[src/fetch_config.svh]
`ifndef FETCH_CONFIG_SVH
`define FETCH_CONFIG_SVH

// first fetch address after reset.
`define FETCH_RESET_PC 32'h1c000000

// a fetch group is four aligned instructions, 16 bytes.
`define FETCH_SLOTS 4

`define FETCH_BTB_ENTRIES 16

// address error on fetch.
`define FETCH_ECODE_ADE 6'h8
`define FETCH_ESUB_ADEF 9'h0

// direct-map windows selected by the top three address bits.
`define FETCH_WINDOWS 2

`endif

[src/fetch_pkg.sv]
`include "fetch_config.svh"

package fetch_pkg;

  typedef struct packed {
    logic [31:0]             pc;
    logic [`FETCH_SLOTS-1:0] slot_valid;
    logic [`FETCH_SLOTS-1:0] slot_jump;
    logic [31:0]             pred_target;
    logic                    excp;
    logic [5:0]              ecode;
  } if0_if1_t;

  typedef struct packed {
    logic [31:0]             pc;
    logic [127:0]            inst; // slot 0 in the low word.
    logic [`FETCH_SLOTS-1:0] slot_valid;
    logic [`FETCH_SLOTS-1:0] slot_jump;
    logic [31:0]             pred_target;
    logic                    excp;
    logic [5:0]              ecode;
    logic [8:0]              esubcode;
  } fetch_packet_t;

  typedef struct packed {
    logic        valid;
    logic [31:0] pc;
    logic [31:0] target;
    logic        taken;
  } bpu_update_t;

  typedef struct packed {
    logic       valid;
    logic       index;
    logic [2:0] vseg;
    logic [2:0] pseg;
    logic       uncached;
    logic       enable;
  } dmw_write_t;

endpackage

[src/fetch_addr_map.sv]
`timescale 1ns/1ns
`include "fetch_config.svh"

module fetch_addr_map (
  input  logic                  clk,
  input  logic                  rst,
  input  logic [2:0]            vseg,
  output logic [2:0]            pseg,
  output logic                  uncached,
  input  fetch_pkg::dmw_write_t dmw_write
);

  logic [`FETCH_WINDOWS-1:0] win_en;
  logic [`FETCH_WINDOWS-1:0] win_unc;
  logic [2:0]                win_vseg [`FETCH_WINDOWS];
  logic [2:0]                win_pseg [`FETCH_WINDOWS];

  // scan from the top so that window 0 has the last word.
  always_comb begin
    pseg     = vseg;
    uncached = 1'b0;
    for (int w = `FETCH_WINDOWS - 1; w >= 0; w--) begin
      if (win_en[w] && win_vseg[w] == vseg) begin
        pseg     = win_pseg[w];
        uncached = win_unc[w];
      end
    end
  end

  always_ff @(posedge clk) begin
    if (rst) begin
      win_en <= '0;
    end else if (dmw_write.valid) begin
      win_en[dmw_write.index] <= dmw_write.enable;
    end
  end

  always_ff @(posedge clk) begin
    if (dmw_write.valid) begin
      win_vseg[dmw_write.index] <= dmw_write.vseg;
      win_pseg[dmw_write.index] <= dmw_write.pseg;
      win_unc[dmw_write.index]  <= dmw_write.uncached;
    end
  end

endmodule

[src/fetch_bpu.sv]
`timescale 1ns/1ns
`include "fetch_config.svh"

module fetch_bpu (
  input  logic                    clk,
  input  logic                    rst,
  input  logic [31:0]             pc,
  output logic [`FETCH_SLOTS-1:0] slot_valid,
  output logic [`FETCH_SLOTS-1:0] slot_jump,
  output logic [31:0]             next_pc,
  input  fetch_pkg::bpu_update_t  bpu_update
);

  localparam int SLOT_W = $clog2(`FETCH_SLOTS);
  localparam int GRP_W  = SLOT_W + 2;
  localparam int IDX_W  = $clog2(`FETCH_BTB_ENTRIES);
  localparam int TAG_W  = 32 - IDX_W - 2;

  logic [`FETCH_BTB_ENTRIES-1:0] btb_valid;
  logic [TAG_W-1:0]              btb_tag    [`FETCH_BTB_ENTRIES];
  logic [31:0]                   btb_target [`FETCH_BTB_ENTRIES];

  logic [`FETCH_SLOTS-1:0] hit;
  logic [31:0]             slot_target [`FETCH_SLOTS];
  logic [31:0]             seq_pc;
  logic                    found;
  logic [IDX_W-1:0]        upd_idx;
  logic [TAG_W-1:0]        upd_tag;

  // every slot of the group probes its own entry in parallel.
  for (genvar s = 0; s < `FETCH_SLOTS; s++) begin : g_slot
    logic [31:0]      slot_addr;
    logic [IDX_W-1:0] idx;

    assign slot_addr      = {pc[31:GRP_W], SLOT_W'(s), 2'b00};
    assign idx            = slot_addr[IDX_W+1:2];
    assign hit[s]         = btb_valid[idx] && (btb_tag[idx] == slot_addr[31:IDX_W+2]);
    assign slot_target[s] = btb_target[idx];
  end

  assign seq_pc = {pc[31:GRP_W] + (32 - GRP_W)'(1), {GRP_W{1'b0}}};

  // the group ends at the first predicted jump at or after the entry slot.
  always_comb begin
    found      = 1'b0;
    next_pc    = seq_pc;
    slot_valid = '0;
    slot_jump  = '0;
    for (int s = 0; s < `FETCH_SLOTS; s++) begin
      if (s >= int'(pc[GRP_W-1:2]) && !found) begin
        slot_valid[s] = 1'b1;
        if (hit[s]) begin
          slot_jump[s] = 1'b1;
          next_pc      = slot_target[s];
          found        = 1'b1;
        end
      end
    end
  end

  assign upd_idx = bpu_update.pc[IDX_W+1:2];
  assign upd_tag = bpu_update.pc[31:IDX_W+2];

  always_ff @(posedge clk) begin
    if (rst) begin
      btb_valid <= '0;
    end else if (bpu_update.valid) begin
      if (bpu_update.taken) begin
        btb_valid[upd_idx] <= 1'b1;
      end else if (btb_tag[upd_idx] == upd_tag) begin
        btb_valid[upd_idx] <= 1'b0; // only drop the entry this branch owns.
      end
    end
  end

  always_ff @(posedge clk) begin
    if (bpu_update.valid && bpu_update.taken) begin
      btb_tag[upd_idx]    <= upd_tag;
      btb_target[upd_idx] <= bpu_update.target;
    end
  end

endmodule

[src/fetch_if0.sv]
`timescale 1ns/1ns
`include "fetch_config.svh"

module fetch_if0 (
  input  logic                    clk,
  input  logic                    rst,
  input  logic                    redirect_valid,
  input  logic [31:0]             redirect_pc,
  output logic                    req_valid,
  output logic [31:0]             req_addr,
  output logic                    req_uncached,
  input  logic                    addr_ok,
  output logic [2:0]              vseg,
  input  logic [2:0]              pseg,
  input  logic                    seg_uncached,
  output logic [31:0]             pc,
  input  logic [`FETCH_SLOTS-1:0] slot_valid,
  input  logic [`FETCH_SLOTS-1:0] slot_jump,
  input  logic [31:0]             next_pc,
  output logic                    if0_valid,
  output fetch_pkg::if0_if1_t     if0_bus,
  input  logic                    if1_ready
);

  logic [31:0]         pc_r;
  logic                misaligned;
  logic                accept;
  logic                excp_load;
  fetch_pkg::if0_if1_t bus_next;

  assign misaligned = |pc_r[1:0];
  assign req_valid  = if1_ready && !misaligned && !redirect_valid;
  assign accept     = req_valid && addr_ok;
  // a bad pc goes down the pipe as an exception, no memory access.
  assign excp_load  = misaligned && if1_ready && !redirect_valid;

  assign vseg         = pc_r[31:29];
  assign req_addr     = {pseg, pc_r[28:0]}; // only the segment bits are remapped.
  assign req_uncached = seg_uncached;
  assign pc           = pc_r;

  always_comb begin
    bus_next.pc          = pc_r;
    bus_next.slot_valid  = slot_valid;
    bus_next.slot_jump   = slot_jump;
    bus_next.pred_target = next_pc;
    bus_next.excp        = misaligned;
    bus_next.ecode       = misaligned ? `FETCH_ECODE_ADE : 6'h0;
  end

  always_ff @(posedge clk) begin
    if (rst) begin
      pc_r <= `FETCH_RESET_PC;
    end else if (redirect_valid) begin
      pc_r <= redirect_pc;
    end else if (accept) begin
      pc_r <= next_pc; // predicted or sequential group.
    end
  end

  always_ff @(posedge clk) begin
    if (rst || redirect_valid) begin
      if0_valid <= 1'b0;
    end else if (accept || excp_load) begin
      if0_valid <= 1'b1;
    end else if (if1_ready) begin
      if0_valid <= 1'b0; // IF1 took the old bus and nothing new came.
    end
  end

  always_ff @(posedge clk) begin
    if (accept || excp_load) begin
      if0_bus <= bus_next;
    end
  end

  // the predictor always opens the group at the slot the pc enters.
  a_entry_slot: assert property (@(posedge clk) disable iff (rst)
    req_valid |-> slot_valid[pc_r[3:2]]);

endmodule

[src/fetch_if1.sv]
`timescale 1ns/1ns
`include "fetch_config.svh"

module fetch_if1 (
  input  logic                     clk,
  input  logic                     rst,
  input  logic                     redirect_valid,
  input  logic                     if0_valid,
  input  fetch_pkg::if0_if1_t      if0_bus,
  output logic                     if1_ready,
  input  logic                     rsp_valid,
  input  logic [127:0]             rsp_data,
  output logic                     out_valid,
  output fetch_pkg::fetch_packet_t out_packet,
  input  logic                     out_ready
);

  logic                     wait_r;     // held bus still needs its data.
  logic                     discard_r;  // next response belongs to a flushed path.
  logic                     ebuf_valid;
  logic [127:0]             ebuf;
  logic                     rsp_ok;
  logic                     absorb;
  logic                     outstanding;
  fetch_pkg::fetch_packet_t pkt_r;

  assign if1_ready  = !(wait_r || out_valid) || (out_valid && out_ready);
  assign absorb     = if0_valid && if1_ready && !redirect_valid;
  assign rsp_ok     = rsp_valid && !discard_r;
  assign out_packet = pkt_r;

  // a response may come back while its bus still sits in IF0 behind a
  // stalled packet, so ebuf keeps it until the bus moves over.
  assign outstanding = wait_r || (if0_valid && !if0_bus.excp && !ebuf_valid);

  always_ff @(posedge clk) begin
    if (rst) begin
      out_valid  <= 1'b0;
      wait_r     <= 1'b0;
      ebuf_valid <= 1'b0;
      discard_r  <= 1'b0;
    end else if (redirect_valid) begin
      out_valid  <= 1'b0;
      wait_r     <= 1'b0;
      ebuf_valid <= 1'b0;
      discard_r  <= (discard_r || outstanding) && !rsp_valid;
    end else begin
      if (rsp_valid && discard_r) begin
        discard_r <= 1'b0;
      end
      if (out_valid && out_ready) begin
        out_valid <= 1'b0;
      end
      if (absorb) begin
        out_valid  <= if0_bus.excp || ebuf_valid || rsp_ok;
        wait_r     <= !(if0_bus.excp || ebuf_valid || rsp_ok);
        ebuf_valid <= 1'b0;
      end else if (wait_r && rsp_ok) begin
        wait_r    <= 1'b0;
        out_valid <= 1'b1;
      end else if (rsp_ok) begin
        ebuf_valid <= 1'b1;
      end
    end
  end

  always_ff @(posedge clk) begin
    if (absorb) begin
      pkt_r.pc          <= if0_bus.pc;
      pkt_r.slot_valid  <= if0_bus.slot_valid;
      pkt_r.slot_jump   <= if0_bus.slot_jump;
      pkt_r.pred_target <= if0_bus.pred_target;
      pkt_r.excp        <= if0_bus.excp;
      pkt_r.ecode       <= if0_bus.ecode;
      pkt_r.esubcode    <= `FETCH_ESUB_ADEF; // only meaningful when excp is set.
      pkt_r.inst        <= if0_bus.excp ? 128'h0 : (ebuf_valid ? ebuf : rsp_data);
    end else if (wait_r && rsp_ok) begin
      pkt_r.inst <= rsp_data;
    end
    if (rsp_ok && !absorb && !wait_r) begin
      ebuf <= rsp_data;
    end
  end

  a_rsp_expected: assert property (@(posedge clk) disable iff (rst)
    rsp_valid |-> outstanding || discard_r);

endmodule

[src/fetch_top.sv]
`timescale 1ns/1ns
`include "fetch_config.svh"

module fetch_top (
  input  logic                     clk,
  input  logic                     rst,
  output logic                     req_valid,
  output logic [31:0]              req_addr,
  output logic                     req_uncached,
  input  logic                     addr_ok,
  input  logic                     rsp_valid,
  input  logic [127:0]             rsp_data,
  output logic                     out_valid,
  output fetch_pkg::fetch_packet_t out_packet,
  input  logic                     out_ready,
  input  logic                     redirect_valid,
  input  logic [31:0]              redirect_pc,
  input  fetch_pkg::bpu_update_t   bpu_update,
  input  fetch_pkg::dmw_write_t    dmw_write
);

  logic [2:0]              vseg;
  logic [2:0]              pseg;
  logic                    seg_uncached;
  logic [31:0]             pc;
  logic [`FETCH_SLOTS-1:0] slot_valid;
  logic [`FETCH_SLOTS-1:0] slot_jump;
  logic [31:0]             next_pc;
  logic                    if0_valid;
  fetch_pkg::if0_if1_t     if0_bus;
  logic                    if1_ready;

  fetch_if0 fetch_if0_inst (
    .clk            (clk),
    .rst            (rst),
    .redirect_valid (redirect_valid),
    .redirect_pc    (redirect_pc),
    .req_valid      (req_valid),
    .req_addr       (req_addr),
    .req_uncached   (req_uncached),
    .addr_ok        (addr_ok),
    .vseg           (vseg),
    .pseg           (pseg),
    .seg_uncached   (seg_uncached),
    .pc             (pc),
    .slot_valid     (slot_valid),
    .slot_jump      (slot_jump),
    .next_pc        (next_pc),
    .if0_valid      (if0_valid),
    .if0_bus        (if0_bus),
    .if1_ready      (if1_ready)
  );

  fetch_bpu fetch_bpu_inst (
    .clk        (clk),
    .rst        (rst),
    .pc         (pc),
    .slot_valid (slot_valid),
    .slot_jump  (slot_jump),
    .next_pc    (next_pc),
    .bpu_update (bpu_update)
  );

  fetch_addr_map fetch_addr_map_inst (
    .clk       (clk),
    .rst       (rst),
    .vseg      (vseg),
    .pseg      (pseg),
    .uncached  (seg_uncached),
    .dmw_write (dmw_write)
  );

  fetch_if1 fetch_if1_inst (
    .clk            (clk),
    .rst            (rst),
    .redirect_valid (redirect_valid),
    .if0_valid      (if0_valid),
    .if0_bus        (if0_bus),
    .if1_ready      (if1_ready),
    .rsp_valid      (rsp_valid),
    .rsp_data       (rsp_data),
    .out_valid      (out_valid),
    .out_packet     (out_packet),
    .out_ready      (out_ready)
  );

endmodule

[config.mk]
export PLATFORM = sky130hd
export DESIGN_NAME = fetch_top
export DESIGN_NICKNAME = d
export VERILOG_FILES = /design/src/fetch_pkg.sv /design/src/fetch_addr_map.sv /design/src/fetch_bpu.sv /design/src/fetch_if0.sv /design/src/fetch_if1.sv /design/src/fetch_top.sv
export VERILOG_INCLUDE_DIRS = /design/src
export SDC_FILE = /design/constraint.sdc
export NUM_CORES = 2
export LEC_CHECK = 0
export BUFFER_PORTS_ARGS = -buffer_cell sky130_fd_sc_hd__buf_2
export CAP_MARGIN = 30
export CORE_MARGIN = 8
export CORE_UTILIZATION = 64
export CTS_CLUSTER_DIAMETER = 30
export DETAILED_ROUTE_END_ITERATION = 10
export PLACE_DENSITY = 0.81
export SYNTH_ARGS = -nofsm -noshare
export SYNTH_HDL_FRONTEND = slang
export SYNTH_SLANG_ARGS = --single-unit
[constraint.sdc]
create_clock -name clk -period 35.4 [get_ports clk]
set_input_delay 3.54 -clock clk [delete_from_list [all_inputs] [get_ports clk]]
set_output_delay 3.54 -clock clk [all_outputs]
set_load 0.01 [all_outputs]
Word level (Yosys, flattened, before mapping)
Memory sizes are Yosys's and may differ from the RTL's. A register that Yosys moved wholly into a read port is not among the register bits.
Index checks and enable logic that the tools add are counted.
Storage, ports and cells
  output and inout bits: 251
  bits in writable memories: 940
  input port bits: 242
  word-level logic and storage cells: 188
  memories: 4
  register bits: 471
Cells by class
  bitwise logic cells: 4
  equality and inequality tests: 7
  muxes and demuxes: 77
  $lt $le $gt $ge: 11
  reduce and logical (&&, ||, !) cells: 58
  add/sub/neg operators: 1
Memories
  fetch_bpu_inst.btb_target: depth 16, width 32, read ports 4, clocked after Yosys merged registers in 4, write ports 1, RTL line fetch_bpu.sv:21  | logic [31:0] btb_target [`FETCH_BTB_ENTRIES];
  fetch_bpu_inst.btb_tag: depth 16, width 26, read ports 5, clocked after Yosys merged registers in 4, write ports 1, RTL line fetch_bpu.sv:20  | logic [TAG_W-1:0] btb_tag [`FETCH_BTB_ENTRIES];
  fetch_addr_map_inst.win_pseg: depth 2, width 3, read ports 2, clocked after Yosys merged registers in 0, write ports 1, RTL line fetch_addr_map.sv:16  | logic [2:0] win_pseg [`FETCH_WINDOWS];
  fetch_addr_map_inst.win_vseg: depth 2, width 3, read ports 2, clocked after Yosys merged registers in 0, write ports 1, RTL line fetch_addr_map.sv:15  | logic [2:0] win_vseg [`FETCH_WINDOWS];
Operators with widths (count)
  128-bit two-way mux: 4
  32-bit two-way mux: 10
  26-bit == test: 5
  4-bit two-way mux: 17
  1-bit two-way mux: 34
  16-bit two-way mux: 2
  28-bit by 1-bit adder with 28-bit output (second input constant): 1
  1-bit logical AND: 27
  4-bit by 5-bit less-than comparator with 1-bit output (second input constant): 5
  16-bit AND: 1
  16-bit NOT: 1
  16-bit bitwise OR: 1
  1-bit logical NOT: 12
  2-bit nonzero test: 5
  1-bit binary-select mux with 2-bit select: 4
  1-bit logical OR: 8
  3-bit == test: 2
  3-bit two-way mux: 2
  2-bit bitwise mux: 2
  1-bit demux with 4-bit select: 1
  1-bit by 2-bit greater-or-equal comparator with 1-bit output (first input constant): 2
  4-bit by 1-bit greater-or-equal comparator with 1-bit output (second input constant): 1
  2-bit AND reduction: 2
  2-bit OR reduction: 2
  other kinds (7): 7

Logic depth before layout (Yosys ltp)
  word-level depth: 17
  depth in mapped cells: 17
  mapped depth without buffers: 10

Cells and area by module
A second synthesis with hierarchy kept.
Second synthesis, totals
  cells, all modules: 3614
  area, all modules: 60705.7 µm²
Modules (own cells, without submodules)
  fetch_bpu: area an instance 42002.8 µm², seq. area each 28187.0 µm², cells each 2322, instances 1
  fetch_if1: area an instance 13843.3 µm², seq. area each 10139.7 µm², cells each 972, instances 1
  fetch_if0: area an instance 4201.5 µm², seq. area each 2852.7 µm², cells each 277, instances 1
  fetch_addr_map: area an instance 658.1 µm², seq. area each 460.4 µm², cells each 43, instances 1

Least setup slack after synthesis
No wires, ideal clock.
  kind: input to register
  start: input port out_ready
  end: register fetch_if1_inst.ebuf[0] (enable)
  stages: 5
  setup time: 1.676 ns
  path slack: 19.351 ns
  required time: 33.724 ns
  data arrival time: 14.372 ns
  path buffers: 0
  cells stage by stage: nand2b_1 o21ai_0 or2_2 nor2_1 nor3_1
Between the ends
  cells in the longest elaborated chain, start to end: 7
RTL lines
  start, declared: RTL line fetch_top.sv:15  | input logic out_ready,
  1-bit logical AND: RTL line fetch_if1.sv:27  | assign if1_ready = !(wait_r || out_valid) || (out_valid && out_ready);
  1-bit logical OR: RTL line fetch_if1.sv:27
  1-bit logical AND (2 in series): RTL line fetch_if1.sv:28  | assign absorb = if0_valid && if1_ready && !redirect_valid;
  net fetch_if1_inst.absorb: RTL line fetch_if1.sv:23  | logic absorb;
  1-bit logical NOT: RTL line fetch_if1.sv:80  | if (rsp_ok && !absorb && !wait_r) begin
  1-bit logical AND (2 in series): RTL line fetch_if1.sv:80
  end signal, assigned: RTL line fetch_if1.sv:81  | ebuf <= rsp_data;
  end, declared: RTL line fetch_if1.sv:21  | logic [127:0] ebuf;
The timed path passes the listed nets, and every way through them passes these cells.
A chain may end at the register's enable or synchronous reset.

Worst setup path after layout
  start: input port redirect_valid
  end: output port req_valid
Between the ends
  cells in the longest elaborated chain, start to end: 2
RTL lines
  start, declared: RTL line fetch_top.sv:16  | input logic redirect_valid,
  1-bit logical NOT: RTL line fetch_if0.sv:32  | assign req_valid = if1_ready && !misaligned && !redirect_valid;
  1-bit logical AND: RTL line fetch_if0.sv:32
  end, declared: RTL line fetch_top.sv:7  | output logic req_valid,
Every way passes these cells.

==> key figures <==
Logic synthesis
  • Synth Flop Type: edfxtp_1
  • Syn Inst Count: roughly 3400
  • Synth warn: 0
  • Post-synthesis register bit count: 1401
  • Seq/Total Area, Yosys: 0.709
  • Ranking of synthesized cells by area: edfxtp_1 (69%), mux4_2 (13%), nand2_1 (2.3%), dfxtp_1 (1.9%), xnor2_1 (1.7%)
  • Post-synth EDFFs: about 1300
  • Synth Area per Inst: 17.3 sq um
  • Mapped cell area: 58600 sq um
  • Yosys cell types: 80
  • Area leader, netlist: edfxtp_1
  • Async SR Flop Fraction: 0
  • Post-synth top area share: 0.689

STA
  • Tightest Pin Transition: approximately 1.1 ns
  • Fmax: 122 MHz
  • Final clock period utilization by the worst path: 0.231
  • Final hold vios: 0
  • Min cycle time layout: a little over 8 ns
  • Max-slew headroom: 0.248
  • Hold Slack: 0.412 ns
  • Final setup viols: 0
  • Final WS setup: 27.22 ns
  • RSZ-0062 raised after global routing: false
  • Setup_tns: 0 ns
  • Pins Over Slew Limit: 0
  • Setup Skew: 0.0515 ns

Critical path
  • Critical path type: in2out
  • R2R cell count: 12
  • CP Cell Sequence: buf_2 -> buf_4 -> nor3_1 -> buf_2
  • Crit path top cell by count: buf_2
  • Worst EP arrival: 4.64 ns
  • Slowest stage delay, CP: 0.42 ns
  • Crit-path slowest cell: nor3_1
  • CP endpoint kind: output port
  • Data required time of the critical path: 31.86 ns
  • Startpoint Class: input port
  • Crit Path Max Fanout: 41

Hold path
  • Worst Hold Path Cells: 0
  • Hold Path Class: reg2reg

Finish
  • Layout area overhead: 20.7%
  • Non-filler cells in the finished layout: 5404
  • Sequential cell area: 41500 sq um
  • Nets@finish: 4215
  • Area occupied by multi-input gates: 16000 sq um
  • Share of cells above drive strength 1: 0.327
  • Commonest cells after routing, fill and taps aside: edfxtp_1 (1344), buf_2 (474), nand2_1 (365), mux4_2 (330), clkbuf_16 (235)
  • Most common cell after layout, fill and taps aside: edfxtp_1
  • Filler cells: 4572

Power and ir drop
  • P_sw: 1.05 mW
  • Register share of total power: 0.416
  • Leakage: 24.1 nW
  • Comb pwr share: 0.061
  • VDD IR max: 0.0000486 V
  • Pint: around 3.5 mW
  • Clock network fraction of total power: 0.523
  • Pwr/cell area: 63.8 nW/um^2
  • Switch share: 0.233

Global routing
  • Overflow left after global routing: 0
  • Initial antenna violation count: 47
  • Tot GR Track Use: 0.359
  • Maximum number of pins on one net before global-route repair: 103
  • Vias in the first global route: 38377
  • First-pass GRT wire length: 264000 microns

Die
  • Core region area: 91200 sq um
  • Die ar.: 101000 sq um
  • I/O pins: 493
  • Initial core utilization: 0.642
  • Die Span Y: ~320 microns
  • Row Count: 111
  • Die Width: 319 microns

Place
  • Dpl cells: a little under 5000
  • DP Worst Slack: 27.23 ns
  • Post-DP HPWL: 108000 microns
  • # port buffers: 476
  • Routability cong.: just under 1

Route
  • DRC viols: 0
  • Number of vias in the routed layout: ~38000
  • Via density: 7.05
  • DR WL/cell: 34.6 microns
  • DRT antenna net count: 0
  • Iter 0 DRT Violations: ~6400
  • Total Wirelength: between 150000 and 200000 microns
  • Drt first pass iters: 9

Clock network
  • Clock sink total: 1401
  • Clk root buf: clkbuf_16
  • CTS tree: built
  • Num CTS Buffers: 234
  • Cts repair resizes: 0
  • CTS Buffer Depth: 3
  • H-tree levels: 4
  • Clk_lat worst skew: 0.83 ns
  • Worst-path clk slew: 0.06 ns
  • CTS Hold Bufs: 0
  • Post-CTS setup buffer count: 0

Outcome
  • Outcome: finished clean

Flow run
  • Max Cap Viol: 0
stage by stage:
| stage | total power [mW] | utilization | cell area (sq um) |
|---|---|---|---|
| detailed placement | 2.17 | 0.682 | 62200 |
| CTS | 4.51 | 0.773 | 70500 |
| global route | 4.60 | 0.775 | 70700 |
| finish | 4.51 | 0.775 | 70700 |
| global placement | 2.16 | 0.681 | 62100 |
| floorplan | 2.07 | - | 58600 |
registers in the layout (all words and copies together), names as in the netlist, named ones only:
name                          cells
fetch_if1_inst.out_packet       201
fetch_if1_inst.wait_r             1
fetch_if1_inst.discard_r          1
fetch_addr_map_inst.win_unc       2
fetch_bpu_inst.btb_tag          416
fetch_addr_map_inst.win_en        2
fetch_if0_inst.pc                32
fetch_bpu_inst.btb_target       512
fetch_if0_inst.if0_valid          1
fetch_if1_inst.out_valid          1
fetch_if1_inst.ebuf_valid         1
fetch_addr_map_inst.win_vseg      6
fetch_if1_inst.ebuf             128
fetch_addr_map_inst.win_pseg      6
fetch_if0_inst.if0_bus           73
path summary, 6_finish.rpt:
path                              start                       endpoint  slack, ns
max                      redirect_valid                      req_valid      27.22
min          fetch_if0_inst.if0_bus[17]  fetch_if1_inst.out_packet[26]       0.41
max reg2reg                    register     fetch_if0_inst.if0_bus[31]      28.83
min reg2reg  fetch_if0_inst.if0_bus[17]  fetch_if1_inst.out_packet[26]       0.41
Yosys cell counts, types with 20 or more instances:
cell type / n
a21o_1: 20
a21oi_1: 157
a22oi_1: 31
a31oi_1: 27
buf_1: 29
buf_2: 37
buf_4: 29
clkbuf_1: 118
dfxtp_1: 57
edfxtp_1: 1344
inv_1: 40
mux2_2: 29
mux2i_1: 72
mux4_2: 330
nand2_1: 366
nand3_1: 39
nand4_1: 44
nor2_1: 132
nor3_1: 62
o211ai_1: 29
o21ai_0: 31
xnor2_1: 114
critical path, delay by kind of cell:
kind | cells | cell delay, ns
buf+inv | 3 | 0.67
simple gates | 1 | 0.42
routing by layer:
layer,global-route usage,vias up,wire [microns]
li1,-,14800,-
met3,0.122,831,27600
met5,0,-,90
met1,0.440,18828,59500
met4,0.214,14,12500
met2,0.558,3652,87000
final cells by class:
cell class                 instances  area share
sequential                      1401       0.587
multi-input combinational       1732       0.226
clock buffer                     260      0.0849
timing repair buffer             561      0.0454
clock inverter                   188      0.0324
tap                             1186      0.0210
inverter                          42     0.00226
antenna                           34     0.00120
cell families after synthesis:
kind of cell / Yosys count / synth area share
AO/OA/AOI/OAI: 410 / 0.0468
XOR/XNOR: 129 / 0.0193
AND/OR/NAND/NOR: 746 / 0.0576
buffers and inverters: 271 / 0.0224
flip-flops: 1401 / 0.709
other: 1 / 0.0000640
adder cells (fa/ha/maj): 1 / 0.000214
multiplexers: 432 / 0.145
power groups by stage:
stage / combinational, mW / sequential (mW) / clock [mW]
after CTS: 0.267 / 1.88 / 2.36
after global routing: 0.285 / 1.88 / 2.44
final: 0.275 / 1.88 / 2.36
after detailed placement: 0.261 / 1.91 / 0
after floorplan: 0.166 / 1.91 / 0
after global placement: 0.255 / 1.91 / 0
(Power assumes the default switching activity.)
